==> src/common/gfx_draw_pkg.sv <==
// Pixel type, GPU opcode enum, draw command struct and pipeline item struct
`default_nettype none

package gfx_draw_pkg;

	typedef logic [15:0] pixel_t;   // RGB565

	typedef enum logic {
		GPU_OP_DRAW,
		GPU_OP_CLEAR
	} gpu_op_e;

	// Command as it stands in the control registers
	typedef struct packed {
		logic [31:0] src_addr;      // Byte address of the source image
		logic [15:0] addr_x;
		logic [15:0] addr_y;
		logic [15:0] image_width;   // Source stride in pixels
		logic [10:0] width;
		logic [9:0]  height;
		logic [10:0] x;
		logic [9:0]  y;
		pixel_t      clear_color;
	} draw_cmd_t;

	// One pixel moving through walk, fetch and write
	typedef struct packed {
		logic        valid;
		gpu_op_e     op;
		logic [10:0] dest_x;
		logic [9:0]  dest_y;
		logic        half_sel;      // Source halfword, upper when set
		pixel_t      color;         // Clear colour
	} pix_item_t;

endpackage

`default_nettype wire

==> src/common/gfx_bus_pkg.sv <==
// CPU bus request and response structs, GPU register offset enum
`default_nettype none

package gfx_bus_pkg;

	// One request as the CPU drives it; held until ready
	typedef struct packed {
		logic        valid;
		logic [31:0] addr;
		logic [31:0] wdata;
		logic [3:0]  wstrb;     // All clear means read
	} cpu_req_t;

	typedef struct packed {
		logic        ready;     // One-cycle pulse
		logic [31:0] rdata;     // Valid with ready
	} cpu_resp_t;

	// Byte offsets from the register base, which sits just past memory
	typedef enum logic [11:0] {
		REG_ADDRESS     = 12'h000,
		REG_ADDR_X      = 12'h004,
		REG_ADDR_Y      = 12'h008,
		REG_IMAGE_WIDTH = 12'h00C,
		REG_WIDTH       = 12'h010,
		REG_HEIGHT      = 12'h014,
		REG_X           = 12'h018,
		REG_Y           = 12'h01C,
		REG_DRAW        = 12'h020,
		REG_CLEAR_COLOR = 12'h024,
		REG_CLEAR       = 12'h028,
		REG_BUSY        = 12'h02C,
		REG_SWAP        = 12'h100,
		REG_VSYNC       = 12'h108,
		REG_VSYNCED     = 12'h10C
	} reg_off_e;

endpackage

`default_nettype wire
==> src/verilog/gpu_regs.sv <==
// GPU control registers: bus split, register decode, command pulses, status readback
`default_nettype none

module gpu_regs #(
	parameter int MEM_WORDS = 6144
) (
	input  logic                    hdmi_pixClk,
	input  logic                    rst_n,
	input  gfx_bus_pkg::cpu_req_t   cpu_req,
	output gfx_bus_pkg::cpu_resp_t  cpu_resp,
	output gfx_bus_pkg::cpu_req_t   mem_req,
	input  gfx_bus_pkg::cpu_resp_t  mem_resp,
	output gfx_draw_pkg::draw_cmd_t draw_cmd,
	output logic                    draw_start,
	output logic                    clear_start,
	output logic                    swap_req,
	output logic                    vsynced,
	input  logic                    swap_pending,
	input  logic                    busy,
	input  logic                    vsync
);

	localparam logic [31:0] REG_BASE = 32'(MEM_WORDS * 4);

	gfx_draw_pkg::draw_cmd_t cmd_q;
	logic [31:0]             off;
	logic                    is_mem;
	logic                    reg_hit;
	logic                    reg_go;
	logic                    reg_ready;
	logic [31:0]             reg_rdata;
	logic                    wr_ok;
	logic                    rd_ok;
	logic                    cmd_idle;

	assign is_mem   = cpu_req.addr < REG_BASE;
	assign off      = cpu_req.addr - REG_BASE;
	assign reg_hit  = off[31:12] == 20'd0;
	assign reg_go   = cpu_req.valid && !is_mem && !reg_ready;
	assign wr_ok    = &cpu_req.wstrb;
	assign rd_ok    = cpu_req.wstrb == 4'b0000;
	assign cmd_idle = !busy && !draw_start && !clear_start;

	always_comb begin
		mem_req       = cpu_req;
		mem_req.valid = cpu_req.valid && is_mem;
	end

	always_ff @(posedge hdmi_pixClk or negedge rst_n) begin
		if (!rst_n) begin
			reg_ready         <= 1'b0;
			reg_rdata         <= '0;
			cmd_q             <= '0;
			cmd_q.clear_color <= 16'hD8B7;
			draw_start        <= 1'b0;
			clear_start       <= 1'b0;
			swap_req          <= 1'b0;
			vsynced           <= 1'b1;
		end else begin
			reg_ready   <= reg_go;
			draw_start  <= 1'b0;
			clear_start <= 1'b0;
			swap_req    <= 1'b0;
			if (reg_go) begin
				reg_rdata <= '0;    // Unmapped and odd accesses read zero
				if (reg_hit) begin
					case (gfx_bus_pkg::reg_off_e'(off[11:0]))
						gfx_bus_pkg::REG_ADDRESS:     if (wr_ok) cmd_q.src_addr <= cpu_req.wdata;
						gfx_bus_pkg::REG_ADDR_X:      if (wr_ok) cmd_q.addr_x <= cpu_req.wdata[15:0];
						gfx_bus_pkg::REG_ADDR_Y:      if (wr_ok) cmd_q.addr_y <= cpu_req.wdata[15:0];
						gfx_bus_pkg::REG_IMAGE_WIDTH: begin
							if (wr_ok) cmd_q.image_width <= cpu_req.wdata[15:0];
						end
						gfx_bus_pkg::REG_WIDTH:       if (wr_ok) cmd_q.width <= cpu_req.wdata[10:0];
						gfx_bus_pkg::REG_HEIGHT:      if (wr_ok) cmd_q.height <= cpu_req.wdata[9:0];
						gfx_bus_pkg::REG_X:           if (wr_ok) cmd_q.x <= cpu_req.wdata[10:0];
						gfx_bus_pkg::REG_Y:           if (wr_ok) cmd_q.y <= cpu_req.wdata[9:0];
						gfx_bus_pkg::REG_DRAW:        if (wr_ok && cmd_idle) draw_start <= cpu_req.wdata[0];
						gfx_bus_pkg::REG_CLEAR_COLOR: begin
							if (wr_ok) cmd_q.clear_color <= cpu_req.wdata[15:0];
						end
						gfx_bus_pkg::REG_CLEAR:       if (wr_ok && cmd_idle) clear_start <= cpu_req.wdata[0];
						gfx_bus_pkg::REG_BUSY:        if (rd_ok) reg_rdata <= {31'd0, busy};
						gfx_bus_pkg::REG_SWAP: begin
							if (wr_ok && !swap_pending && !swap_req) begin
								swap_req <= cpu_req.wdata[0];   // Toggle guard
							end else if (rd_ok) begin
								reg_rdata <= {31'd0, swap_pending};
							end
						end
						gfx_bus_pkg::REG_VSYNC:       if (rd_ok) reg_rdata <= {31'd0, vsync};
						gfx_bus_pkg::REG_VSYNCED:     if (wr_ok) vsynced <= cpu_req.wdata[0];
						default: ;
					endcase
				end
			end
		end
	end

	assign draw_cmd = cmd_q;

	always_comb begin
		cpu_resp.ready = mem_resp.ready | reg_ready;
		cpu_resp.rdata = mem_resp.ready ? mem_resp.rdata : reg_rdata;
	end

endmodule

`default_nettype wire

==> config.mk <==
export PLATFORM = sky130hd
export DESIGN_NAME = gpu_regs
export DESIGN_NICKNAME = d
export VERILOG_FILES = /design/src/common/gfx_draw_pkg.sv /design/src/common/gfx_bus_pkg.sv /design/src/verilog/gpu_regs.sv
export SDC_FILE = /design/constraint.sdc
export NUM_CORES = 1
export LEC_CHECK = 0
export BUFFER_PORTS_ARGS = -buffer_cell sky130_fd_sc_hd__buf_2
export CORE_ASPECT_RATIO = 1.2
export CORE_MARGIN = 2
export CORE_UTILIZATION = 35
export CTS_CLUSTER_DIAMETER = 40
export CTS_CLUSTER_SIZE = 16
export DETAILED_ROUTE_END_ITERATION = 6
export PLACE_DENSITY = 0.72
export SLEW_MARGIN = 20
export SYNTH_ARGS = -nofsm -noshare
export SYNTH_HDL_FRONTEND = slang
export SYNTH_SLANG_ARGS = --single-unit
==> constraint.sdc <==
create_clock -name hdmi_pixClk -period 3.3 [get_ports hdmi_pixClk]
set_clock_uncertainty 0.1 [all_clocks]
set_input_delay 0.165 -clock hdmi_pixClk [delete_from_list [all_inputs] [get_ports hdmi_pixClk]]
set_output_delay 0.165 -clock hdmi_pixClk [all_outputs]
set_load 0.05 [all_outputs]
==> run_results.csv <==
group,metric,value,unit
cells_and_area,drive_above_1_share,66.9,%
outcome,outcome,"finished clean",
global_routing,grt_pass1_wl,31400,µm
synthesis,synth_top_family_by_area,"multiplexers",
power_and_ir_drop,power.share.sequential,41.6,%
power_and_ir_drop,p_per_area,462,mW/mm²
route,vias_per_cell,4.84,
synthesis,yosysSeqAreaShare,54.3,%
global_routing,grt_antenna_before_repair,10,
cells_and_area,n_fill_cell,1678,
power_and_ir_drop,combPwrFrac,12.6,%
clock_network,h-tree-depth,4,
clock_network,numCtsBuffers,17,
synthesis,yosysWarnings,0,
cells_and_area,fin_area,0.00919,mm²
route,routed-via-count,5283,
clock_network,cts-root-buf,"clkbuf_16",
clock_network,postCtsSetupBuffers,0,
timing,maxSlewHeadroom,54.1,%
cells_and_area,register_area,0.00362,mm²
worst_setup_path,start_kind,"input port",
worst_setup_path,max_stage_delay,0.57,ns
power_and_ir_drop,switching_power,1.24,mW
synthesis,synth_area_leaders,"dfrtp_1 50%, mux2_2 23%, buf_4 8.5%",
clock_network,tritoncts,"done",
floorplanning,core,0.0188,mm²
placement,place_congestion,0.911,
min_path,hold_path_class,"input port to flop",
floorplanning,rows,55,
floorplanning,dieHeight,155,µm
route,routedWlPerCell,20.0,µm
synthesis,synth-simple-area-share,10.9,%
timing,maxSlewViolCount,0,
synthesis,async_flop_share,100,%
global_routing,busiest_layer,"met2",
global_routing,use_met3,9.97,%
global_routing,use_met2,36.5,%
worst_setup_path,crit_family,"simple AND/OR/NAND/NOR gates",
synthesis,syn_inst,496,
power_and_ir_drop,p_leak,5.23,nW
clock_network,ctsHoldBuffers,26,
cells_and_area,syn2layout_area_growth,37.9,%
synthesis,yosysMostFrequentCell,"mux2_2",
global_routing,grt_usage,21.5,%
clock_network,post_cts_resized,0,
timing,post-route-min-period,2.67,ns
synthesis,synth-seq-cells,144,
synthesis,synth.cell_area,0.00666,mm²
route,ant_nets,0,
timing,fin_setup_tns,0,ns
route,firstDrtPassIters,4,
synthesis,synth_common_cells,"138 x mux2_2, 133 x dfrtp_1, 75 x buf_4",
synthesis,syn_avg_cell_area,13.4,µm²
global_routing,grt_max_degree,73,
synthesis,synth_top_flop_cell,"dfrtp_1",
synthesis,synth_top_area_cell,"dfrtp_1",
timing,worst_pin_slew,0.688,ns
floorplanning,dieWidth,130,µm
route,drt_iter0_markers,128,
run,max-cap-violations,0,
synthesis,synth_top_cell_area_share,50.0,%
power_and_ir_drop,switching_share,29.3,%
clock_network,clk_pin_slew,0.07,ns
synthesis,synth_compound_area_share,1.86,%
worst_setup_path,crit_top_cell,"or3_1",
power_and_ir_drop,pwr-share-clk,45.8,%
worst_setup_path,path_class,"input port to flop",
timing,hold_viol,0,
clock_network,insertion_delay,0.42,ns
timing,finalSetupViolations,0,
worst_setup_path,cp_data_arrival_time,2.88,ns
placement,dp_hpwl,16400,µm
synthesis,synth-edff-count,0,
timing,fmax,374,MHz
worst_setup_path,endpoint_kind,"flop",
cells_and_area,nets,926,
timing,finalCritPeriodShare,81.0,%
clock_network,cts_buffer_depth,2,
clock_network,cts.sink_count,144,
synthesis,yosysUniqueCellTypes,46,
synthesis,synthXorXnorAreaFrac,0,%
worst_setup_path,critPathBufInv,3,
route,routed_wl,21800,µm
global_routing,overflow,0,
synthesis,muxShareOfSynthArea,23.5,%
floorplanning,start_util,35.5,%
cells_and_area,multi_input_area,0.00243,mm²
timing,rsz0062_at_grt,"no",
worst_setup_path,crit_path_max_fanout,14,
power_and_ir_drop,intPower,3.00,mW
synthesis,synth_adder_area_share,0.188,%
placement,io_buffer_count,350,
route,drcViolationCount,0,
global_routing,met1_usage,21.8,%
power_and_ir_drop,ir_drop,0.353,mV
synthesis,synthesis.nets,604,
worst_setup_path,worstPathCellList,"buf_2 -> or3_1 -> or4_4 -> or3_1 -> and4_1 -> buf_4 -> nand3_2 -> buf_12 -> mux2_2",
worst_setup_path,crit_path_top_delay_cell,"or4_4",
global_routing,grt_pass1_vias,5325,
worst_setup_path,required,3.50,ns
placement,placed_cell_area,0.00832,mm²
floorplanning,die_area,0.0202,mm²
floorplanning,io_pins,351,
[registers in the layout, summed over array words and instances (netlist names)]
register,flops
clear_start,1
reg_ready,1
draw_cmd,138
draw_start,1
reg_rdata,1
vsynced,1
swap_req,1
[worst paths after layout]
check                       startpoint            end  cells after the start  slack, ns
setup / recovery           cpu_req[55]   draw_cmd[70]                      9       0.63
hold / removal              cpu_req[9]    draw_cmd[5]                      2       0.02
setup reg to reg             reg_ready   draw_cmd[17]                      6       0.77
hold reg to reg               swap_req       swap_req                      1       0.35
max in group asynchronous        rst_n   draw_cmd[14]                      3       1.98
min in group asynchronous        rst_n  draw_cmd[122]                      2       0.23
[cell type report]
type,instances,area share (%)
tap,256,3.49
timing repair buffer,387,24.0
inverter,2,0.0817
multi-input combinational,266,26.4
sequential,144,39.4
clock inverter,14,1.78
clock buffer,18,4.78
antenna,4,0.109
[metal layers]
layer / vias up / part of all wire (%)
met5: - / 0.21
met4: 8 / 4.1
met3: 40 / 10
met2: 255 / 49
met1: 2622 / 36
li1: 2358 / -
[stage by stage]
stage,utilization (%),worst slack (ns),cells,hold WS (ns),total power [mW]
6_report,48.9,0.627,1091,0.0248,4.25
2_1_floorplan,-,0.312,496,-0.231,2.15
3_5_place_dp,44.3,0.207,1029,0.138,2.31
4_1_cts,48.9,0.646,1087,0.00879,4.30
3_3_place_gp,44.3,0.251,1029,0.137,2.31
5_1_grt,48.9,0.559,1090,0.0167,4.40
[kinds of logic after synthesis]
| logic type | count (synthesis) |
|---|---|
| AND/OR/NAND/NOR | 111 |
| buffers and inverters | 86 |
| multiplexers | 139 |
| flip-flops | 144 |
| adder cells (fa/ha/maj) | 1 |
| AO/OA/AOI/OAI | 15 |
[cells in the final DEF, fill, tap and decap left out, drive strengths merged, types with 10 or more instances in the layout]
cell / synthesis / final
clkbuf: 5 / 18
dfstp: 11 / 11
nand4: 10 / 10
mux2: 139 / 139
inv: 2 / 10
dlygate4sd3: 0 / 26
nor2: 10 / 10
and2: 34 / 34
dfrtp: 133 / 133
buf: 79 / 361
[power groups by stage]
| stage | clock network (mW) | registers, mW | logic [mW] |
|---|---|---|---|
| finish | 1.95 | 1.77 | 0.533 |
| global route | 2.07 | 1.77 | 0.565 |
| detailed placement | 0 | 1.80 | 0.512 |
| CTS | 2.00 | 1.77 | 0.536 |
| global placement | 0 | 1.80 | 0.510 |
| floorplan | 0 | 1.80 | 0.348 |
No activity file was read; power rests on OpenSTA's default activity.
