File: src/common/gfx_draw_pkg.sv
// Pixel type, GPU opcode enum, draw command struct and pipeline item struct
`default_nettype none

package gfx_draw_pkg;

	typedef logic [15:0] pixel_t;   // RGB565

	typedef enum logic {
		GPU_OP_DRAW,
		GPU_OP_CLEAR
	} gpu_op_e;

	// Command as it stands in the control registers
	typedef struct packed {
		logic [31:0] src_addr;      // Byte address of the source image
		logic [15:0] addr_x;
		logic [15:0] addr_y;
		logic [15:0] image_width;   // Source stride in pixels
		logic [10:0] width;
		logic [9:0]  height;
		logic [10:0] x;
		logic [9:0]  y;
		pixel_t      clear_color;
	} draw_cmd_t;

	// One pixel moving through walk, fetch and write
	typedef struct packed {
		logic        valid;
		gpu_op_e     op;
		logic [10:0] dest_x;
		logic [9:0]  dest_y;
		logic        half_sel;      // Source halfword, upper when set
		pixel_t      color;         // Clear colour
	} pix_item_t;

endpackage

`default_nettype wire

File: src/gpu/gpu_rect_walk.sv
// GPU walk stage: rectangle FSM, source read issue, destination items, busy
`default_nettype none

module gpu_rect_walk #(
	parameter int FB_WIDTH  = 32,
	parameter int FB_HEIGHT = 16
) (
	input  logic                    hdmi_pixClk,
	input  logic                    rst_n,
	input  gfx_draw_pkg::draw_cmd_t draw_cmd,
	input  logic                    draw_start,
	input  logic                    clear_start,
	output gfx_draw_pkg::pix_item_t item,
	output logic                    rd_en,
	output logic [31:0]             rd_addr,
	output logic                    busy
);

	typedef enum logic [1:0] {
		IDLE,
		WALK,
		DRAIN
	} state_e;

	state_e                  state;
	gfx_draw_pkg::gpu_op_e   op_q;
	gfx_draw_pkg::draw_cmd_t cmd_q;
	logic [10:0]             ext_w;
	logic [9:0]              ext_h;
	logic [10:0]             col;
	logic [9:0]              row;
	logic                    drain_cnt;
	logic [11:0]             sum_x;
	logic [10:0]             sum_y;
	logic [31:0]             src_off;

	always_ff @(posedge hdmi_pixClk or negedge rst_n) begin
		if (!rst_n) begin
			state     <= IDLE;
			op_q      <= gfx_draw_pkg::GPU_OP_DRAW;
			ext_w     <= '0;
			ext_h     <= '0;
			col       <= '0;
			row       <= '0;
			drain_cnt <= 1'b0;
		end else begin
			case (state)
				IDLE: begin
					col <= '0;
					row <= '0;
					drain_cnt <= 1'b1;  // Fetch and write stages still to empty
					if (draw_start) begin
						op_q  <= gfx_draw_pkg::GPU_OP_DRAW;
						ext_w <= draw_cmd.width;
						ext_h <= draw_cmd.height;
						state <= (draw_cmd.width == '0 || draw_cmd.height == '0) ? DRAIN : WALK;
					end else if (clear_start) begin
						op_q  <= gfx_draw_pkg::GPU_OP_CLEAR;
						ext_w <= 11'(FB_WIDTH);
						ext_h <= 10'(FB_HEIGHT);
						state <= WALK;
					end
				end
				WALK: begin
					if (col == ext_w - 11'd1) begin
						col <= '0;
						if (row == ext_h - 10'd1) begin
							state <= DRAIN;
						end else begin
							row <= row + 10'd1;
						end
					end else begin
						col <= col + 11'd1;
					end
				end
				DRAIN: begin
					drain_cnt <= 1'b0;
					if (!drain_cnt) state <= IDLE;
				end
				default: state <= IDLE;
			endcase
		end
	end

	// Command held for the whole walk
	always_ff @(posedge hdmi_pixClk) begin
		if (state == IDLE && (draw_start || clear_start)) cmd_q <= draw_cmd;
	end

	assign sum_x   = 12'(cmd_q.x) + 12'(col);
	assign sum_y   = 11'(cmd_q.y) + 11'(row);
	assign src_off = 32'(cmd_q.addr_x) + 32'(col)
		+ 32'(cmd_q.image_width) * (32'(cmd_q.addr_y) + 32'(row));
	assign rd_addr = cmd_q.src_addr + (src_off << 1);
	assign rd_en   = state == WALK && op_q == gfx_draw_pkg::GPU_OP_DRAW;
	assign busy    = state != IDLE;

	always_comb begin
		item.valid    = state == WALK;
		item.op       = op_q;
		item.half_sel = rd_addr[1];
		item.color    = cmd_q.clear_color;
		if (op_q == gfx_draw_pkg::GPU_OP_CLEAR) begin
			item.dest_x = col;
			item.dest_y = row;
		end else begin
			item.dest_x = sum_x[11] ? '1 : sum_x[10:0];     // Saturate so it clips
			item.dest_y = sum_y[10] ? '1 : sum_y[9:0];
		end
	end

endmodule

`default_nettype wire

File: config.mk
export PLATFORM = sky130hd
export DESIGN_NAME = gpu_rect_walk
export DESIGN_NICKNAME = d
export VERILOG_FILES = /design/src/common/gfx_draw_pkg.sv /design/src/gpu/gpu_rect_walk.sv
export SDC_FILE = /design/constraint.sdc
export NUM_CORES = 1
export LEC_CHECK = 0
export ABC_AREA = 1
export ABC_CLOCK_PERIOD_IN_PS = 27900
export CAP_MARGIN = 20
export CORE_AREA = 2 2 225 227
export DETAILED_ROUTE_END_ITERATION = 8
export DIE_AREA = 0 0 227 229
export DONT_BUFFER_PORTS = 1
export PLACE_DENSITY = 0.57
export SLEW_MARGIN = 10
export SYNTH_ARGS = -nofsm -noshare
export SYNTH_HDL_FRONTEND = slang
export SYNTH_SLANG_ARGS = --single-unit
File: constraint.sdc
create_clock -name hdmi_pixClk -period 27.9 [get_ports hdmi_pixClk]
set_input_delay 4.185 -clock hdmi_pixClk [delete_from_list [all_inputs] [get_ports hdmi_pixClk]]
set_output_delay 4.185 -clock hdmi_pixClk [all_outputs]
set_load 0.01 [all_outputs]
==> flow_summary.yaml, run 1 <==
outcome:
  status: "complete, no violations"
setup_path:
  worst_path_max_delay_cell: "xnor2_2"
  crit_arrival_ns: 10.01
  cp-endpoint: "rd_addr[31]"
  startpoint: "row[0]"
  crit_fanout: 10
  worstPathRequired_ns: 23.72
  r2r_cells: 7
  cp_common_cell: "nand2_1"
  crit_path_start_kind: "register"
  reg2reg_to: "ext_h[9]"
  crit_type: "reg -> out"
  r2r-start: "state[1]"
  r2r_slack_ns: 25.42
  max_stage_delay_ns: 0.67
  worst_setup_path_end_kind: "output port"
floorplanning:
  ioPinCount: 216
  initial_core_util_pct: 39.5
  core-area_um2: 49700
  die_h_um: 229
  fp-row-count: 82
  die-area_um2: 52000
  die_x_um: 227
timing:
  rsz0062_at_grt: "no"
  worst_pin_slew_ns: 0.965
  setup_viol: 0
  tns_ns: 0
  period_share_pct: 50.9
  slew_viol_final: 0
  post-route-min-period_ns: 14.20
  worst_clock_skew_ns: 0.00891
  hold_viol: 0
  max_slew_margin_pct: 35.2
  fmax_ghz: 0.0704
clocking:
  postCtsSetupBuffers: 0
  path_clk_slew_ns: 0.07
  clk_path_buf_depth: 2
  cts_hold_buf: 0
  cts.sink_count: 163
  cts_tree: "done"
  cts.htree.levels: 4
  root_buffer: "clkbuf_16"
  cts_resized: 0
  clkLatencyLatePin_ns: 0.48
  cts_made_buffers: 17
run:
  max_cap_violations: 0
drt:
  first_pass_iters: 5
  drt-initial-drc-count: 1052
  via_count: 15077
  routed_via_density: 5.05
  wirelength_um: 53700
  wl_per_cell_um: 18.0
  route.detailed.drc: 0
  ant_nets: 0
global_route:
  antenna_found_initial: 9
  grt_max_degree: 69
  grt_pass1_vias: 15307
  grt_pass1_wl_um: 84600
  grt_usage_pct: 21.5
  overflow: 0
placed_design:
  io_buffers: 0
  post-dp-hpwl_um: 44600
  place_congestion: 0.920
finish:
  area_delta_synth_final_pct: 6.04
  drive_above_1_share_pct: 2.73
  seqCellArea_um2: 4660
  final_common_cell: "inv_1"
  multiInputGateArea_um2: 12700
  fillers: 5015
  finish.net_count: 2846
  layout_common_cells: "inv_1, nand2_1, fa_1, nor2_1, ha_1"
yosys:
  ys_seq_elements: 163
  ys_warn_count: 0
  ys_async_sr_fraction_pct: 28.2
  syn_area_um2: 19600
  syn-instance-count: 2337
  synth_edf_count: 117
  seq_area_frac_synth_pct: 23.8
  syn_nets: 2886
  synth-main-ff-cell: "edfxtp_1"
  synth_cell_type_count: 51
  syn_area_per_cell_um2: 8.39
min_path:
  hold_class: "reg -> reg"
-- synthesized netlist by cell type, drive strengths merged (24+ instances only) --
cell | instances | area share [%]
xnor2 | 24 | 1.1
nand4 | 31 | 0.99
fa | 238 | 24
nand2 | 451 | 8.7
xor2 | 85 | 3.9
clkbuf | 36 | 0.71
dfrtp | 46 | 5.9
inv | 515 | 9.9
buf | 26 | 0.95
ha | 169 | 11
edfxtp | 117 | 18
o21ai | 78 | 2.0
nor2 | 232 | 4.5
a21oi | 87 | 2.2
nand3 | 84 | 2.3
-- sequential cells by signal, summed over array words and instances (netlist names) --
signal     cells
drain_cnt      1
row           10
state          2
ext_w         11
ext_h         10
col           11
item          16
op_q           1
cmd_q        101
-- critical path: cells and delay by family, from the launching register on --
kind,cells,cell delay [ns]
AOI/OAI and AO/OA,1,0.12
xor gates and xnor gates,2,0.93
adders and majority gates,10,4.14
buffers and inverters,10,0.84
DFF,1,0.56
and+or+nand+nor,24,2.92
-- logic make-up (layout without fill, tap and decap cells) --
group,Yosys count,count (layout),share of synthesized area (%)
xor+xnor,110,110,5.14
fa+ha+maj,407,407,35.1
compound gates,237,237,6.83
buf+inv,584,557,11.7
other cells,0,1,0
simple gates,836,836,17.5
flops,163,163,23.8
-- worst min path at each step --
stage	start	end	slack [ns]	cells after the start
4_1_cts	ext_w[10]	ext_w[10]	0.52	2
3_3_place_gp	ext_w[10]	ext_w[10]	0.50	2
2_1_floorplan	ext_h[9]	ext_h[9]	0.47	2
5_1_grt	ext_w[10]	ext_w[10]	0.57	2
3_5_place_dp	ext_w[10]	ext_w[10]	0.51	2
6_report	ext_w[10]	ext_w[10]	0.52	2
-- layout make-up --
cell class / count / share of cell area, %
diodes: 1 / 0.0120
clock buffers: 17 / 2.05
clock inverters: 15 / 0.921
inverters: 522 / 9.43
multi-input cells: 1590 / 60.9
flip-flops and latches: 163 / 22.4
well taps: 672 / 4.04
repair buffers: 3 / 0.205
-- layer usage --
| metal | up-vias | part of all wire (%) | GRT usage [%] |
|---|---|---|---|
| met3 | 91 | 6.6 | 5.62 |
| met5 | - | 0.22 | 0 |
| met2 | 461 | 49 | 36.1 |
| met1 | 7338 | 42 | 27.2 |
| li1 | 7171 | - | - |
| met4 | 16 | 2.4 | 6.15 |
-- per-stage QoR --
stage,cells,setup slack [ns],area [um^2],utilization (%),hold WS [ns]
2_1_floorplan,2337,16.00,19600,-,0.472
3_3_place_gp,2949,14.25,20100,40.6,0.501
3_5_place_dp,2949,14.24,20100,40.6,0.507
4_1_cts,2981,13.67,20800,41.8,0.525
5_1_grt,2982,13.01,20800,41.9,0.568
6_report,2983,13.70,20800,41.9,0.520
Power of run 1 is left out: the tool's default activity adds up to more than one toggle a clock period on the data nets, which glitch-free logic cannot reach.
==> run 2: changes to the inputs <==
--- a/config.mk
+++ b/config.mk
@@ -6,7 +6,7 @@
 export NUM_CORES = 1
 export LEC_CHECK = 0
 export ABC_AREA = 1
-export ABC_CLOCK_PERIOD_IN_PS = 27900
+export ABC_CLOCK_PERIOD_IN_PS = 13700
 export CAP_MARGIN = 20
 export CORE_AREA = 2 2 225 227
 export DETAILED_ROUTE_END_ITERATION = 8
==> constraint.sdc (replaced) <==
create_clock -name hdmi_pixClk -period 13.7 [get_ports hdmi_pixClk]
set_input_delay 2.055 -clock hdmi_pixClk [delete_from_list [all_inputs] [get_ports hdmi_pixClk]]
set_output_delay 2.055 -clock hdmi_pixClk [all_outputs]
set_load 0.01 [all_outputs]
==> flow_summary.yaml, run 2 (synthesized netlist as in run 1, its figures left out) <==
placed_design:
  post-dp-hpwl_um: 44800
  io_buffers: 0
  place_congestion: 0.921
  placed_cell_area_um2: 20100
  placed_cells: 2949
clocking:
  clkLatencyLatePin_ns: 0.48
  cts_tree: "done"
  cts_hold_buf: 0
  cts.sink_count: 163
  root_buffer: "clkbuf_16"
  cts.htree.levels: 4
  cts_made_buffers: 17
  clk_path_buf_depth: 2
  cts_resized: 0
  postCtsSetupBuffers: 0
  path_clk_slew_ns: 0.08
timing:
  tns_ns: 0
  hold_viol: 0
  slew_viol_final: 0
  worst_pin_slew_ns: 1.06
  hold_ws_ns: 0.513
  max_slew_margin_pct: 28.9
  worst_clock_skew_ns: 0.0121
  rsz0062_at_grt: "no"
  post-route-min-period_ns: 12.12
  fmax_ghz: 0.0825
  setup_viol: 0
  period_share_pct: 88.5
drt:
  route.detailed.drc: 0
  routed_via_density: 5.06
  first_pass_iters: 6
  wl_per_cell_um: 18.1
  via_count: 15091
  ant_nets: 0
  wirelength_um: 53900
  drt-initial-drc-count: 1027
global_route:
  grt_pass1_vias: 15515
  grt_max_degree: 68
  grt_usage_pct: 21.5
  antenna_found_initial: 9
  overflow: 0
  grt_pass1_wl_um: 85400
floorplanning:
  die_h_um: 229
  core-area_um2: 49700
  die-area_um2: 52000
  fp-row-count: 82
  die_x_um: 227
  ioPinCount: 216
  initial_core_util_pct: 39.5
finish:
  design_area_um2: 20700
  final_common_cell: "inv_1"
  largest_reg_flops: 101
  regMostFlops: "cmd_q"
  layout_common_cells: "inv_1, nand2_1, fa_1, nor2_1, ha_1"
  drive_above_1_share_pct: 2.69
  fin_cells: 2983
  finish.net_count: 2845
  area_delta_synth_final_pct: 5.79
setup_path:
  max_stage_delay_ns: 0.70
  crit_path_start_kind: "register"
  worst_setup_path_end_kind: "output port"
  crit_fanout: 10
  crit_arrival_ns: 10.06
  worstPathRequired_ns: 11.64
  crit_type: "reg -> out"
  worst_path_max_delay_cell: "xnor2_2"
  cp_common_cell: "nand2_1"
min_path:
  hold_class: "reg -> reg"
outcome:
  status: "complete, no violations"
run:
  max_cap_violations: 0
run 2: per-stage QoR:
step | util (%) | worst slack (ns)
2_1_floorplan | - | 3.93
3_3_place_gp | 40.6 | 2.11
3_5_place_dp | 40.6 | 2.09
4_1_cts | 41.8 | 1.50
5_1_grt | 41.8 | 0.736
6_report | 41.8 | 1.58
run 2: worst paths after layout:
check	end	cells after the start	start	slack, ns
max in group asynchronous	col[2]	0	rst_n	12.34
min in group asynchronous	op_q	0	rst_n	1.26
min	ext_w[10]	2	ext_w[10]	0.51
min reg2reg	ext_w[10]	2	ext_w[10]	0.51
max reg2reg	row[7]	12	ext_h[0]	11.18
max	rd_addr[31]	47	row[0]	1.58
run 2: layout make-up:
cell class              instances  area, um^2
fillers                      5011       28900
multi-input cells            1590       12700
flip-flops and latches        163        4660
inverters                     522        1960
well taps                     672         841
clock buffers                  18         439
clock inverters                14         155
repair buffers                  2        15.0
diodes                          2        5.00
run 2: layer usage:
metal / part of all wire (%) / routed length, um / vias to the layer above / track usage (%)
met5: 0.16 / 86 / - / 0
met2: 49 / 26500 / 425 / 36.4
li1: - / - / 7173 / -
met1: 42 / 22800 / 7402 / 27.5
met3: 6.1 / 3290 / 77 / 4.90
met4: 2.2 / 1180 / 14 / 6.07
run 2: worst max-delay path: cells and delay by family, from the launching register on:
family          cells  cell delay [ns]
compound gates      1             0.13
xor+xnor            2             0.99
fa+ha+maj          10             4.12
buf+inv            10             0.83
flops               1             0.56
simple gates       24             2.93
Power of run 2 is left out for the same reason.
==> run 3: changes to the inputs <==
--- a/config.mk
+++ b/config.mk
@@ -8,9 +8,10 @@
 export ABC_AREA = 1
 export ABC_CLOCK_PERIOD_IN_PS = 13700
 export CAP_MARGIN = 20
-export CORE_AREA = 2 2 225 227
+export CORE_AREA = 2 2 191 267
+export CTS_CLUSTER_SIZE = 12
 export DETAILED_ROUTE_END_ITERATION = 8
-export DIE_AREA = 0 0 227 229
+export DIE_AREA = 0 0 193 269
 export DONT_BUFFER_PORTS = 1
 export PLACE_DENSITY = 0.57
 export SLEW_MARGIN = 10
==> flow_summary.yaml, run 3 (synthesized netlist as in run 1, its figures left out) <==
drt:
  via_count: 15199
  wl_per_cell_um: 19.0
  route.detailed.drc: 0
  drt-initial-drc-count: 837
  routed_via_density: 5.14
  wirelength_um: 56000
  ant_nets: 0
  first_pass_iters: 5
global_route:
  grt_usage_pct: 22.3
  overflow: 0
  antenna_found_initial: 7
  grt_pass1_wl_um: 87200
  grt_pass1_vias: 15942
  grt_max_degree: 56
floorplanning:
  initial_core_util_pct: 39.4
  die_x_um: 193
  die-area_um2: 51900
  core-area_um2: 49800
  ioPinCount: 216
  fp-row-count: 97
  die_h_um: 269
placed_design:
  io_buffers: 0
  place_congestion: 0.931
  post-dp-hpwl_um: 46800
  placed_cell_area_um2: 20100
  dp_slack_ns: 2.13
  placed_cells: 2922
timing:
  max_slew_margin_pct: 34.1
  worst_pin_slew_ns: 0.984
  tns_ns: 0
  fmax_ghz: 0.0831
  rsz0062_at_grt: "no"
  post-route-min-period_ns: 12.03
  slew_viol_final: 0
  worst_clock_skew_ns: 0.0187
  setup_viol: 0
  period_share_pct: 87.8
  worst_slack_ns: 1.67
  hold_viol: 0
finish:
  finish.net_count: 2848
  area_delta_synth_final_pct: 5.81
  largest_reg_flops: 101
  multiInputGateArea_um2: 12700
  layout_common_cells: "inv_1, nand2_1, fa_1, nor2_1, ha_1"
  design_area_um2: 20700
  fin_cells: 2957
  regMostFlops: "cmd_q"
  seqCellArea_um2: 4660
  final_common_cell: "inv_1"
  drive_above_1_share_pct: 2.81
  fillers: 5021
setup_path:
  startpoint: "row[0]"
  crit_type: "reg -> out"
  crit_arrival_ns: 9.98
  crit_path_start_kind: "register"
  cp_common_cell: "nand2_1"
  worst_path_max_delay_cell: "dfrtp_1"
  r2r_slack_ns: 11.14
  crit_fanout: 12
  r2r-start: "state[1]"
  reg2reg_to: "cmd_q[120]"
  worstPathRequired_ns: 11.64
  r2r_cells: 5
  cp-endpoint: "rd_addr[31]"
  max_stage_delay_ns: 0.55
  worst_setup_path_end_kind: "output port"
clocking:
  clkLatencyLatePin_ns: 0.48
  cts_tree: "done"
  cts_made_buffers: 17
  root_buffer: "clkbuf_16"
  postCtsSetupBuffers: 0
  path_clk_slew_ns: 0.07
  clk_path_buf_depth: 2
  cts_hold_buf: 0
  cts.htree.levels: 4
  cts_resized: 0
  cts.sink_count: 163
outcome:
  status: "complete, no violations"
run:
  max_cap_violations: 0
min_path:
  hold_class: "reg -> reg"
[run 3: cell types whose count changed in the layout (fill, tap and decap cells not counted), moves of 2 or more]
cell	before	now
inv_8	6	0
clkinvlp_4	0	5
inv_4	4	1
inv_6	2	5
buf_4	2	4
[run 3: final cells by class]
class	instances	area share, %
flip-flops and latches	163	22.5
multi-input cells	1590	61.0
repair buffers	5	0.277
clock buffers	18	2.12
clock inverters	14	0.730
inverters	522	9.46
diodes	2	0.0241
well taps	643	3.88
[run 3: how the worst min path moves through the flow]
stage	start	to	slack [ns]	cells past startpoint
global route	drain_cnt	drain_cnt	0.58	2
CTS	ext_w[10]	ext_w[10]	0.52	2
detailed placement	ext_w[10]	ext_w[10]	0.50	2
floorplan	ext_h[9]	ext_h[9]	0.47	2
global placement	ext_h[9]	ext_h[9]	0.50	2
finish	ext_w[10]	ext_w[10]	0.52	2
[run 3: layer usage]
metal	global-route usage, %	routed length (um)	up-vias
met5	0	83	-
met4	11.5	2950	12
met3	4.28	3100	143
met1	23.9	20000	7379
met2	41.4	29900	497
li1	-	-	7168
[run 3: per-stage QoR]
step / hold slack [ns] / util, %
2_1_floorplan: 0.472 / -
3_3_place_gp: 0.501 / 40.4
3_5_place_dp: 0.505 / 40.4
4_1_cts: 0.521 / 41.6
5_1_grt: 0.580 / 41.7
6_report: 0.522 / 41.7
[run 3: critical path, delay by kind of cell, from the launching register on]
kind	cells	cell delay [ns]
adders and majority gates	10	4.43
and+or+nand+nor	23	2.64
AOI/OAI and AO/OA	5	0.95
buffers and inverters	8	0.75
DFF	1	0.55
xor gates and xnor gates	1	0.19
Power of run 3 is left out for the same reason.
