`src/common/gfx_draw_pkg.sv`:
```
// Pixel type, GPU opcode enum, draw command struct and pipeline item struct
`default_nettype none

package gfx_draw_pkg;

	typedef logic [15:0] pixel_t;   // RGB565

	typedef enum logic {
		GPU_OP_DRAW,
		GPU_OP_CLEAR
	} gpu_op_e;

	// Command as it stands in the control registers
	typedef struct packed {
		logic [31:0] src_addr;      // Byte address of the source image
		logic [15:0] addr_x;
		logic [15:0] addr_y;
		logic [15:0] image_width;   // Source stride in pixels
		logic [10:0] width;
		logic [9:0]  height;
		logic [10:0] x;
		logic [9:0]  y;
		pixel_t      clear_color;
	} draw_cmd_t;

	// One pixel moving through walk, fetch and write
	typedef struct packed {
		logic        valid;
		gpu_op_e     op;
		logic [10:0] dest_x;
		logic [9:0]  dest_y;
		logic        half_sel;      // Source halfword, upper when set
		pixel_t      color;         // Clear colour
	} pix_item_t;

endpackage

`default_nettype wire

```
`src/gpu/gpu_pixel_write.sv`:
```
// GPU write stage: pixel source select, clipping, registered framebuffer write
`default_nettype none

module gpu_pixel_write #(
	parameter int FB_WIDTH  = 32,
	parameter int FB_HEIGHT = 16
) (
	input  logic                    hdmi_pixClk,
	input  logic                    rst_n,
	input  gfx_draw_pkg::pix_item_t item,
	input  gfx_draw_pkg::pixel_t    rd_pixel,
	output logic                    fb_we,
	output logic [10:0]             fb_x,
	output logic [9:0]              fb_y,
	output gfx_draw_pkg::pixel_t    fb_pixel
);

	logic                 in_range;
	gfx_draw_pkg::pixel_t pix_sel;

	assign in_range = 32'(item.dest_x) < FB_WIDTH && 32'(item.dest_y) < FB_HEIGHT;

	// rd_pixel already carries the halfword picked by the fetch address
	assign pix_sel = (item.op == gfx_draw_pkg::GPU_OP_CLEAR) ? item.color : rd_pixel;

	always_ff @(posedge hdmi_pixClk or negedge rst_n) begin
		if (!rst_n) begin
			fb_we <= 1'b0;
		end else begin
			fb_we <= item.valid && in_range;
		end
	end

	always_ff @(posedge hdmi_pixClk) begin
		fb_x     <= item.dest_x;
		fb_y     <= item.dest_y;
		fb_pixel <= pix_sel;
	end

endmodule

`default_nettype wire

```
`config.mk`:
```
export PLATFORM = sky130hd
export DESIGN_NAME = gpu_pixel_write
export DESIGN_NICKNAME = d
export VERILOG_FILES = /design/src/common/gfx_draw_pkg.sv /design/src/gpu/gpu_pixel_write.sv
export SDC_FILE = /design/constraint.sdc
export NUM_CORES = 1
export LEC_CHECK = 0
export BUFFER_PORTS_ARGS = -buffer_cell sky130_fd_sc_hd__buf_2
export CAP_MARGIN = 10
export CORE_MARGIN = 10
export CORE_UTILIZATION = 32
export CTS_CLUSTER_DIAMETER = 100
export CTS_CLUSTER_SIZE = 24
export DETAILED_ROUTE_END_ITERATION = 6
export GPL_ROUTABILITY_DRIVEN = 0
export PLACE_DENSITY = 0.73
export SLEW_MARGIN = 5
export SYNTH_ARGS = -nofsm -noshare
export SYNTH_HDL_FRONTEND = slang
export SYNTH_SLANG_ARGS = --single-unit
```
`constraint.sdc`:
```
create_clock -name hdmi_pixClk -period 0.8 [get_ports hdmi_pixClk]
set_input_delay 0.12 -clock hdmi_pixClk [delete_from_list [all_inputs] [get_ports hdmi_pixClk]]
set_output_delay 0.12 -clock hdmi_pixClk [all_outputs]
set_load 0.03 [all_outputs]
```
==> summary.md, run 1 <==
| Metric | Value |
|---|---|
| Peak VDD IR | `1.24 mV` |
| CTS Buf Count | `5` |
| DR iter-0 viols | `32` |
| P&R area growth vs syn | `140%` |
| Vias | `1091` |
| Final setup vio count | `42` |
| Clock Sinks | `38` |
| Worst EP arrival | `0.86 ns` |
| First-pass GRT wire length | `7420 um` |
| Die area | `5960 um2` |
| Stages on the worst setup path | `1` |
| Worst path top cell family by delay | `flip-flops` |
| CP Launch Type | `flip-flop` |
| Die Width | `77.2 um` |
| CTS tree | `done` |
| Initial antenna violation count | `2` |
| # rows | `20` |
| Most frequent cells in the layout | `55 x buf_2, 41 x dlygate4sd3_1, 38 x buf_6, 37 x dfxtp_2, 11 x mux2_4` |
| CP Capture Type | `output pin` |
| Port-buffer cells | `94` |
| Register area share after synthesis | `0.731` |
| Final wirelength | `4730 um` |
| CP startpoint | `fb_we$_DFF_PN0_` |
| Commonest non-fill, non-tap cell in the layout | `buf_2` |
| Vias per inst | `4.18` |
| Postcts setup bufs | `0` |
| Buf/Inv on CP | `1` |
| Setup slack after layout | `-0.177 ns` |
| Fin crit period | `0.977 ns` |
| Overflow after GRT | `0` |
| Syn_area_per_cell | `17.2 um2` |
| Worst Path Max Fanout | `1` |
| RSZ-0062 raised after global routing | `yes` |
| Final cycle utilization of the critical path | `1.22` |
| #FFs+latches synth | `38` |
| Worst-Margin Slew | `0.361 ns` |
| Status | `finished, violations left` |
| Slew headroom | `0.756` |
| Post-DRT Antenna Nets | `0` |
| WP data required | `0.68 ns` |
| Clock buffer depth | `2` |
| Leakage | `1.27 nW` |
| Slowest cell on the critical path | `dfrtp_1` |
| GRT Total Usage | `0.159` |
| Die Height | `77.2 um` |
| Syn nets | `119` |
| Synthesized instance count | `61` |
| Vias in the first global route | `1276` |
| Min-Delay Path Class | `in2reg` |
| H-tree lvl count | `2` |
| Routed WL per cell | `18.1 um` |
| Initial core utilization | `0.337` |
| CTS clk-pin slew, worst paths | `0.11 ns` |
| Clk root buf | `clkbuf_4` |
| Critical path capture point | `fb_we` |
| Fill cell total of the finished layout | `177` |
| Post-layout power | `4.78 mW` |
| Initial DRT Pass Iterations | `4` |
| Synth cell types | `11` |
| CP peak stage delay | `0.39 ns` |
| Slew Viols, Final | `0` |
| NumNets Final | `271` |
| Boundary Pins | `96` |
| Largest net degree at the start of global routing | `13` |
| Final hold slack | `0.0228 ns` |
| Fmax | `1020 MHz` |
| Final Hold Fails | `0` |
| Core Region | `3100 um2` |
| Post-DP HPWL | `2710 um` |
| CP cell instances | `buf_6` |
| Max-Cap Viols | `0` |
| P per Cell Area | `1900 nW/um2` |
| Share of cells above drive strength 1 | `0.738` |
| Worst slack at placement | `-0.0646 ns` |
| Worst setup path category | `reg2out` |
| Syn. warnings | `0` |
| Syn Std Cell Area | `1050 um2` |
| Failing checks | `setup timing` |
| Residual DRC count | `0` |
## how the worst min path moves through the flow
stage | to | cells after the start | slack (ns) | from
5_1_grt | fb_pixel[0]$_DFF_P_ | 2 | 0.008 | item[0]
6_report | fb_pixel[0]$_DFF_P_ | 2 | 0.02 | item[0]
3_5_place_dp | fb_we$_DFF_PN0_ | 1 | -0.10 | rst_n
4_1_cts | fb_pixel[0]$_DFF_P_ | 2 | 0.0002 | item[0]
2_1_floorplan | fb_we$_DFF_PN0_ | 0 | -0.18 | rst_n
3_3_place_gp | fb_we$_DFF_PN0_ | 1 | -0.10 | rst_n
## per-stage QoR
step                 util  instance area (um2)  instances  TNS (ns)
detailed placement  0.508                 1580        200    -0.593
finish              0.811                 2520        261     -4.48
floorplan               -                 1050         61         0
global route        0.811                 2520        261     -5.89
global placement    0.508                 1580        200    -0.497
CTS                 0.800                 2480        259     -5.20
## layer usage
layer,share of wire,wire (um),up-vias,track usage
li1,-,-,515,-
met3,0.10,478,8,0.0793
met4,0.019,91,0,0.0474
met2,0.49,2340,70,0.276
met5,0,0,-,0
met1,0.38,1820,498,0.165
## flip-flops by register name (all words and copies together), names as in the netlist
register	flops
fb_pixel	16
fb_x	11
fb_y	10
fb_we	1
## kinds of logic after synthesis
kind of cell	Yosys count	share of synthesized area
buf+inv	2	0.0299
mux	16	0.208
flops	38	0.731
simple gates	5	0.0311
## report_power, final
part / total [mW] / internal, mW / leakage (nW) / switching [mW]
Combinational: 1.02 / 0.587 / 0.885 / 0.437
Sequential: 2.10 / 2.04 / 0.326 / 0.0613
Clock: 1.66 / 1.06 / 0.0585 / 0.603
Total: 4.78 / 3.68 / 1.27 / 1.10
## area by class of cell
class                   count  area, um2  share of cell area
diodes                      3       7.51             0.00298
clock buffers               6       51.3              0.0204
clock inverters             2       60.1              0.0239
multi-input cells          21        256               0.102
flip-flops and latches     38        812               0.323
well taps                  44       55.1              0.0219
repair buffers            147       1270               0.506
## cells in the mapped netlist, drive strengths merged
cell type	number	area, um2
nor4b	1	8.76
nor2	1	3.75
dfxtp	37	741
dfrtp	1	25.0
and4	1	8.76
nor3	1	5.00
mux2	16	218
nor4	1	6.26
buf	2	31.3
## timing repair
| item | 4_1_cts | 5_1_grt |
|---|---|---|
| setup endpoints to repair | 38 | 47 |
| gates resized for setup | 113 | 12 |
| pin swaps | 0 | 1 |
| hold endpoints to repair | 37 | 0 |
| hold buffers | 51 | 0 |
(Power assumes the default switching activity.)
==> run 2: changes to the inputs <==
--- a/config.mk
+++ b/config.mk
@@ -5,6 +5,7 @@
 export SDC_FILE = /design/constraint.sdc
 export NUM_CORES = 1
 export LEC_CHECK = 0
+export ABC_AREA = 1
 export BUFFER_PORTS_ARGS = -buffer_cell sky130_fd_sc_hd__buf_2
 export CAP_MARGIN = 10
 export CORE_MARGIN = 10
@@ -13,7 +14,7 @@
 export CTS_CLUSTER_SIZE = 24
 export DETAILED_ROUTE_END_ITERATION = 6
 export GPL_ROUTABILITY_DRIVEN = 0
-export PLACE_DENSITY = 0.73
+export PLACE_DENSITY = 0.72
 export SLEW_MARGIN = 5
 export SYNTH_ARGS = -nofsm -noshare
 export SYNTH_HDL_FRONTEND = slang
==> run 2 against run 1 <==
Against the previous run:
- the flow still finishes with violations (setup timing)
- non-clock buffer count down 4
- cell count up 3.4%
- combinational power about the same
- count of clock-buffer cells in the layout unchanged
- sequential power about the same
- cell area down 1.3%
==> summary.md, run 2 <==
| Metric | Value |
|---|---|
| Status | `finished, violations left (unchanged)` |
| Failing checks | `setup timing (unchanged)` |
| Main synth FF type | `dfxtp_1 (unchanged)` |
| Commonest non-fill, non-tap cell in the layout | `dlygate4sd3_1 (was buf_2)` |
| Clk pwr share | `0.253 (was 0.347)` |
| Vias | `1111 (was 1091)` |
| CP Launch Type | `flip-flop (unchanged)` |
| First-pass GRT wire length | `7300 um (was 7420 um)` |
| Clock Sinks | `38 (unchanged)` |
| Max-Cap Viols | `0 (unchanged)` |
| NumNets Final | `280 (was 271)` |
| Fmax | `1000 MHz (was 1020 MHz)` |
| Post-synth top cells | `37 x dfxtp_1, 10 x mux2_4, 7 x inv_1 (was 37 x dfxtp_1, 10 x mux2_4, 6 x mux2_2)` |
| Slowest cell on the critical path | `dfrtp_1 (unchanged)` |
| Syn. warnings | `0 (unchanged)` |
| Share of cells above drive strength 1 | `0.682 (was 0.738)` |
| Die Width | `78.2 um (was 77.2 um)` |
| Final setup vio count | `40 (was 42)` |
| Clock buffer depth | `2 (unchanged)` |
| Critical path capture point | `fb_we (unchanged)` |
| CTS clk-pin slew, worst paths | `0.11 ns (about the same)` |
| Register area share after synthesis | `0.707 (was 0.731)` |
| Number of flops mapped to enable cells by yosys | `0 (unchanged)` |
| Regs by FF count | `fb_pixel x16, fb_x x11, fb_y x10 (unchanged)` |
| Final cycle utilization of the critical path | `1.24 (was 1.22)` |
| Setup slack after layout | `-0.196 ns (was -0.177 ns)` |
| Largest net degree at the start of global routing | `13 (unchanged)` |
| Most common cell in the synthesized netlist | `dfxtp_1 (unchanged)` |
| Switching Share | `0.273 (was 0.230)` |
| Switching power | `1.14 mW (was 1.10 mW)` |
| Routed WL per cell | `17.6 um (was 18.1 um)` |
| Boundary Pins | `96 (unchanged)` |
| Synth top area share | `0.684 (was 0.707)` |
| Core Region | `3310 um2 (was 3100 um2)` |
| Final wirelength | `4760 um (was 4730 um)` |
| Fin crit period | `0.996 ns (was 0.977 ns)` |
| Worst path top cell family by delay | `flip-flops (unchanged)` |
| Initial DRT Pass Iterations | `4 (unchanged)` |
| Sequential power share | `0.502 (was 0.439)` |
| P&R area growth vs syn | `129% (was 140%)` |
| Slew headroom | `0.915 (was 0.756)` |
| DR iter-0 viols | `37 (was 32)` |
| Worst-Margin Slew | `0.128 ns (was 0.361 ns)` |
| Overflow after GRT | `0 (unchanged)` |
| Vias per inst | `4.11 (was 4.18)` |
| Worst Path Max Fanout | `1 (unchanged)` |
| Synth area leader | `dfxtp_1 (unchanged)` |
| CTS tree | `done (unchanged)` |
| Port-buffer cells | `94 (unchanged)` |
| Initial antenna violation count | `1 (was 2)` |
| Final Hold Fails | `0 (unchanged)` |
| Logic pwr share | `0.245 (was 0.214)` |
| Worst setup path category | `reg2out (unchanged)` |
| Largest reg by FF count | `fb_pixel (unchanged)` |
| Syn nets | `132 (was 119)` |
| Worst EP arrival | `0.88 ns (was 0.86 ns)` |
| FFs w/ async S/R, synth | `0.0263 (unchanged)` |
| Syn_area_per_cell | `14.6 um2 (was 17.2 um2)` |
| Internal power | `3.04 mW (was 3.68 mW)` |
| Die area | `6110 um2 (was 5960 um2)` |
| Stages on the worst setup path | `1 (unchanged)` |
| Post-DP HPWL | `2590 um (was 2710 um)` |
| Synthesized instance count | `74 (was 61)` |
| GRT Total Usage | `0.155 (was 0.159)` |
| P per Cell Area | `1680 nW/um2 (was 1900 nW/um2)` |
| Clk root buf | `clkbuf_4 (unchanged)` |
| #FFs+latches synth | `38 (unchanged)` |
| CP cell instances | `buf_6 (unchanged)` |
| Buf/Inv on CP | `1 (unchanged)` |
| Vias in the first global route | `1330 (was 1276)` |
| H-tree lvl count | `2 (unchanged)` |
| Largest register FFs | `16 (unchanged)` |
| Peak VDD IR | `0.744 mV (was 1.24 mV)` |
| CP startpoint | `fb_we$_DFF_PN0_ (unchanged)` |
| WP data required | `0.68 ns (about the same)` |
| # rows | `21 (was 20)` |
| Initial core utilization | `0.327 (was 0.337)` |
| Top post-synthesis cells by area | `dfxtp_1 68%, mux2_4 14%, mux2_2 6.2%, inv_1 2.4%, dfrtp_1 2.3% (was dfxtp_1 71%, mux2_4 14%, mux2_2 6.5%, dfrtp_1 2.4%, buf_12 1.9%)` |
| Fin Setup TNS | `-5.06 ns (was -4.48 ns)` |
| Min-Delay Path Class | `in2reg (unchanged)` |
| RSZ-0062 raised after global routing | `yes (unchanged)` |
| Slew Viols, Final | `0 (unchanged)` |
| Syn Std Cell Area | `1080 um2 (was 1050 um2)` |
| Layout Utilization | `0.750 (was 0.811)` |
| Leakage | `1.21 nW (was 1.27 nW)` |
| Most frequent cells in the layout | `52 x dlygate4sd3_1, 48 x buf_2, 38 x buf_6, 37 x dfxtp_2, 10 x mux2_4 (was 55 x buf_2, 41 x dlygate4sd3_1, 38 x buf_6, 37 x dfxtp_2, 11 x mux2_4)` |
| Synth cell types | `10 (was 11)` |
| Post-DRT Antenna Nets | `0 (unchanged)` |
| Die Height | `78.2 um (was 77.2 um)` |
| CP peak stage delay | `0.39 ns (about the same)` |
| CP Capture Type | `output pin (unchanged)` |
| Residual DRC count | `0 (unchanged)` |
| CTS Buf Count | `5 (unchanged)` |
-- run 2: cell count changes after synthesis --
cell,change
nand2_1,+4
nor2_1,+5
nor3_1,-1
nor4b_1,-1
nor4_1,-1
and4_1,-1
inv_1,+7
nand3_1,+1
-- run 2: layout make-up --
type / instances / area (um2)
Fill cell: 197 / 827
Inverter: 7 / 26.3
Tap cell: 46 / 57.6
Timing Repair Buffer: 143 / 1250
Multi-Input combinational cell: 27 / 268
Clock buffer: 6 / 51.3
Sequential cell: 38 / 812
Clock inverter: 2 / 12.5
Antenna cell: 1 / 2.50
-- run 2: worst min-delay path by stage --
| stage | cells after the start | start | slack (ns) | to |
|---|---|---|---|---|
| 4_1_cts | 2 | item[7] | 0.002 | fb_pixel[7]$_DFF_P_ |
| 6_report | 1 | item[21] | 0.02 | fb_y[4]$_DFF_P_ |
| 3_3_place_gp | 1 | rst_n | -0.11 | fb_we$_DFF_PN0_ |
| 3_5_place_dp | 1 | rst_n | -0.10 | fb_we$_DFF_PN0_ |
| 2_1_floorplan | 0 | rst_n | -0.18 | fb_we$_DFF_PN0_ |
| 5_1_grt | 1 | item[21] | 0.02 | fb_y[4]$_DFF_P_ |
-- run 2: cell families (layout without fill, tap and decap cells) --
family | after synthesis | count (layout) | synth area share
buffers and inverters | 9 | 158 | 0.0531
DFF | 38 | 38 | 0.707
other | 0 | 1 | 0
and+or+nand+nor | 11 | 11 | 0.0393
muxes | 16 | 16 | 0.201
-- run 2: metrics by stage --
step	cells	total power [mW]	setup WS (ns)	cell area, um2	hold WS [ns]
after floorplan	74	2.47	0.0232	1080	-0.176
after CTS	274	4.17	-0.195	2480	0.00225
after global placement	214	2.73	-0.0430	1610	-0.106
after global routing	270	4.35	-0.253	2480	0.0193
final	270	4.18	-0.196	2480	0.0189
after detailed placement	214	2.74	-0.0410	1610	-0.104
-- run 2: power groups by stage --
stage               logic (mW)  clock network [mW]  registers (mW)
detailed placement       0.662                   0            2.08
finish                    1.02                1.06            2.10
CTS                      0.999                1.08            2.09
global route              1.08                1.17            2.11
floorplan                0.134                   0            2.33
global placement         0.653                   0            2.08
-- run 2: repair_timing --
item | CTS | global route
hold endpoints to repair | 37 | 2
buffers inserted | 0 | 0
pin swaps | 0 | 5
hold buffers | 52 | 3
endpoints found under the setup margin | 38 | 40
resized for setup | 113 | 6
-- run 2: metal layers --
metal,track usage,wire [um],part of all wire,up-vias
met4,0.0520,87,0.018,0
met5,0,0,0,-
li1,-,-,-,528
met3,0.0683,454,0.095,9
met2,0.272,2350,0.49,73
met1,0.162,1860,0.39,501
==> run 3: changes to the inputs <==
--- a/config.mk
+++ b/config.mk
@@ -7,7 +7,7 @@
 export LEC_CHECK = 0
 export ABC_AREA = 1
 export BUFFER_PORTS_ARGS = -buffer_cell sky130_fd_sc_hd__buf_2
-export CAP_MARGIN = 10
+export CAP_MARGIN = 20
 export CORE_MARGIN = 10
 export CORE_UTILIZATION = 32
 export CTS_CLUSTER_DIAMETER = 100
==> constraint.sdc (replaced) <==
create_clock -name hdmi_pixClk -period 0.8 [get_ports hdmi_pixClk]
set_input_delay 0.16 -clock hdmi_pixClk [delete_from_list [all_inputs] [get_ports hdmi_pixClk]]
set_output_delay 0.16 -clock hdmi_pixClk [all_outputs]
set_load 0.03 [all_outputs]
==> run 3 against run 2 <==
Against the previous run:
- highest routed layer is now met3
- combinational power down 12%
- first-iteration DRC count up 22%
- largest power group unchanged
- fmax down 3.3%
- the flow still finishes with violations (setup timing)
- cell count down 9.6%
- cell area down 12%
- routed wire length down 14%
==> summary.md, run 3 (same netlist as run 2, synthesis figures left out) <==
| Metric | Value |
|---|---|
| Status | `finished, violations left (unchanged)` |
| Failing checks | `setup timing (unchanged)` |
| Fill cell total of the finished layout | `238 (was 197)` |
| Die Height | `78.2 um (unchanged)` |
| CTS Buf Count | `5 (unchanged)` |
| Buf/Inv on CP | `1 (unchanged)` |
| Dpl cells | `214 (unchanged)` |
| DR top layer | `met3 (was met4)` |
| Vias in the first global route | `1150 (was 1330)` |
| Die area | `6110 um2 (unchanged)` |
| Leakage | `1.08 nW (was 1.21 nW)` |
| H-tree lvl count | `2 (unchanged)` |
| Routed WL per cell | `16.8 um (was 17.6 um)` |
| NumNets Final | `255 (was 280)` |
| Commonest non-fill, non-tap cell in the layout | `buf_2 (was dlygate4sd3_1)` |
| # rows | `21 (unchanged)` |
| Worst Path Max Fanout | `1 (unchanged)` |
| Core Region | `3310 um2 (unchanged)` |
| Largest net degree at the start of global routing | `13 (unchanged)` |
| Fin Setup TNS | `-6.06 ns (was -5.06 ns)` |
| Fmax | `971 MHz (was 1000 MHz)` |
| Slowest cell on the critical path | `dfrtp_1 (unchanged)` |
| P&R area growth vs syn | `101% (was 129%)` |
| Non-Filler Instances | `244 (was 270)` |
| GRT Total Usage | `0.129 (was 0.155)` |
| Most frequent cells in the layout | `56 x buf_2, 38 x buf_6, 37 x dfxtp_2, 22 x dlygate4sd3_1, 10 x mux2_4 (was 52 x dlygate4sd3_1, 48 x buf_2, 38 x buf_6, 37 x dfxtp_2, 10 x mux2_4)` |
| Slew Viols, Final | `0 (unchanged)` |
| CP peak stage delay | `0.40 ns (was 0.39 ns)` |
| Layout Utilization | `0.657 (was 0.750)` |
| Initial antenna violation count | `0 (was 1)` |
| Worst setup path category | `reg2out (unchanged)` |
| DR WL met2 | `2020 um (was 2350 um)` |
| CTS tree | `done (unchanged)` |
| Setup slack after layout | `-0.230 ns (was -0.196 ns)` |
| Post-DRT Antenna Nets | `0 (unchanged)` |
| Peak VDD IR | `0.993 mV (was 0.744 mV)` |
| Post-layout power | `4.05 mW (was 4.18 mW)` |
| Overflow after GRT | `0 (unchanged)` |
| CP cell instances | `buf_6 (unchanged)` |
| Post-DP HPWL | `2660 um (was 2590 um)` |
| CP Launch Type | `flip-flop (unchanged)` |
| Clock buffer depth | `2 (unchanged)` |
| Boundary Pins | `96 (unchanged)` |
| Finished Cell Area | `2180 um2 (was 2480 um2)` |
| Initial DRT Pass Iterations | `5 (was 4)` |
| Met3 routed WL | `460 um (was 454 um)` |
| Max-Cap Viols | `0 (unchanged)` |
| Vias | `1007 (was 1111)` |
| Fin crit period | `1.03 ns (was 0.996 ns)` |
| Port-buffer cells | `94 (unchanged)` |
| Regs by FF count | `fb_pixel x16, fb_x x11, fb_y x10 (unchanged)` |
| Worst path top cell family by delay | `flip-flops (unchanged)` |
| Metal-1 WL | `1620 um (was 1860 um)` |
| Clk root buf | `clkbuf_4 (unchanged)` |
| Largest register FFs | `16 (unchanged)` |
| Share of cells above drive strength 1 | `0.793 (was 0.682)` |
| Residual DRC count | `0 (unchanged)` |
| Die Width | `78.2 um (unchanged)` |
| Final wirelength | `4100 um (was 4760 um)` |
| Final cycle utilization of the critical path | `1.29 (was 1.24)` |
| DR iter-0 viols | `45 (was 37)` |
| WP data required | `0.64 ns (was 0.68 ns)` |
| CP Capture Type | `output pin (unchanged)` |
| First-pass GRT wire length | `6200 um (was 7300 um)` |
| Final setup vio count | `38 (was 40)` |
| Worst slack at placement | `-0.0909 ns (was -0.0410 ns)` |
| RSZ-0062 raised after global routing | `yes (unchanged)` |
| Vias per inst | `4.13 (was 4.11)` |
| DP Area | `1610 um2 (unchanged)` |
| Worst-Margin Slew | `0.137 ns (was 0.128 ns)` |
| CTS clk-pin slew, worst paths | `0.12 ns (was 0.11 ns)` |
| Initial core utilization | `0.327 (unchanged)` |
| Clock Sinks | `38 (unchanged)` |
| Largest reg by FF count | `fb_pixel (unchanged)` |
| Worst EP arrival | `0.87 ns (was 0.88 ns)` |
| Final Hold Fails | `0 (unchanged)` |
| Final hold slack | `0.0450 ns (was 0.0189 ns)` |
| Min-Delay Path Class | `in2reg (unchanged)` |
| Slew headroom | `0.908 (was 0.915)` |
| N_diodes | `0 (was 1)` |
| P per Cell Area | `1860 nW/um2 (was 1680 nW/um2)` |
==> run 3: final cells by class <==
cell class              instances  area, um2  share of cell area
clock buffers                   6       51.3              0.0236
clock inverters                 2       12.5             0.00575
inverters                       7       26.3              0.0121
multi-input cells              27        260               0.120
flip-flops and latches         38        812               0.373
well taps                      46       57.6              0.0265
repair buffers                118        956               0.439
==> run 3: per-layer routing <==
| layer | vias up | track usage |
|---|---|---|
| met1 | 462 | 0.132 |
| met4 | 0 | 0.0215 |
| met2 | 65 | 0.228 |
| li1 | 480 | - |
| met5 | - | 0 |
| met3 | 0 | 0.0729 |
==> run 3: worst paths after layout <==
kind,from,end,slack [ns],cells past startpoint
max in group asynchronous,rst_n,fb_we$_DFF_PN0_,0.59,2
worst min-delay path,item[9],fb_pixel[9]$_DFF_P_,0.05,2
min in group asynchronous,rst_n,fb_we$_DFF_PN0_,0.13,2
worst max-delay path,fb_we$_DFF_PN0_,fb_we,-0.23,1
==> run 3: what timing repair did <==
| action | CTS | global route |
|---|---|---|
| hold buffers | 22 | 0 |
| resized for setup | 113 | 0 |
| setup endpoints to repair | 38 | 38 |
| hold endpoints to repair | 22 | 0 |
| setup buffers | 0 | 0 |
| pin swaps | 0 | 0 |
==> run 3: where the power goes <==
| part | switching, mW | internal (mW) |
|---|---|---|
| clock | 0.628 | 0.423 |
| combinational | 0.412 | 0.484 |
| sequential | 0.0617 | 2.04 |
| total | 1.10 | 2.94 |
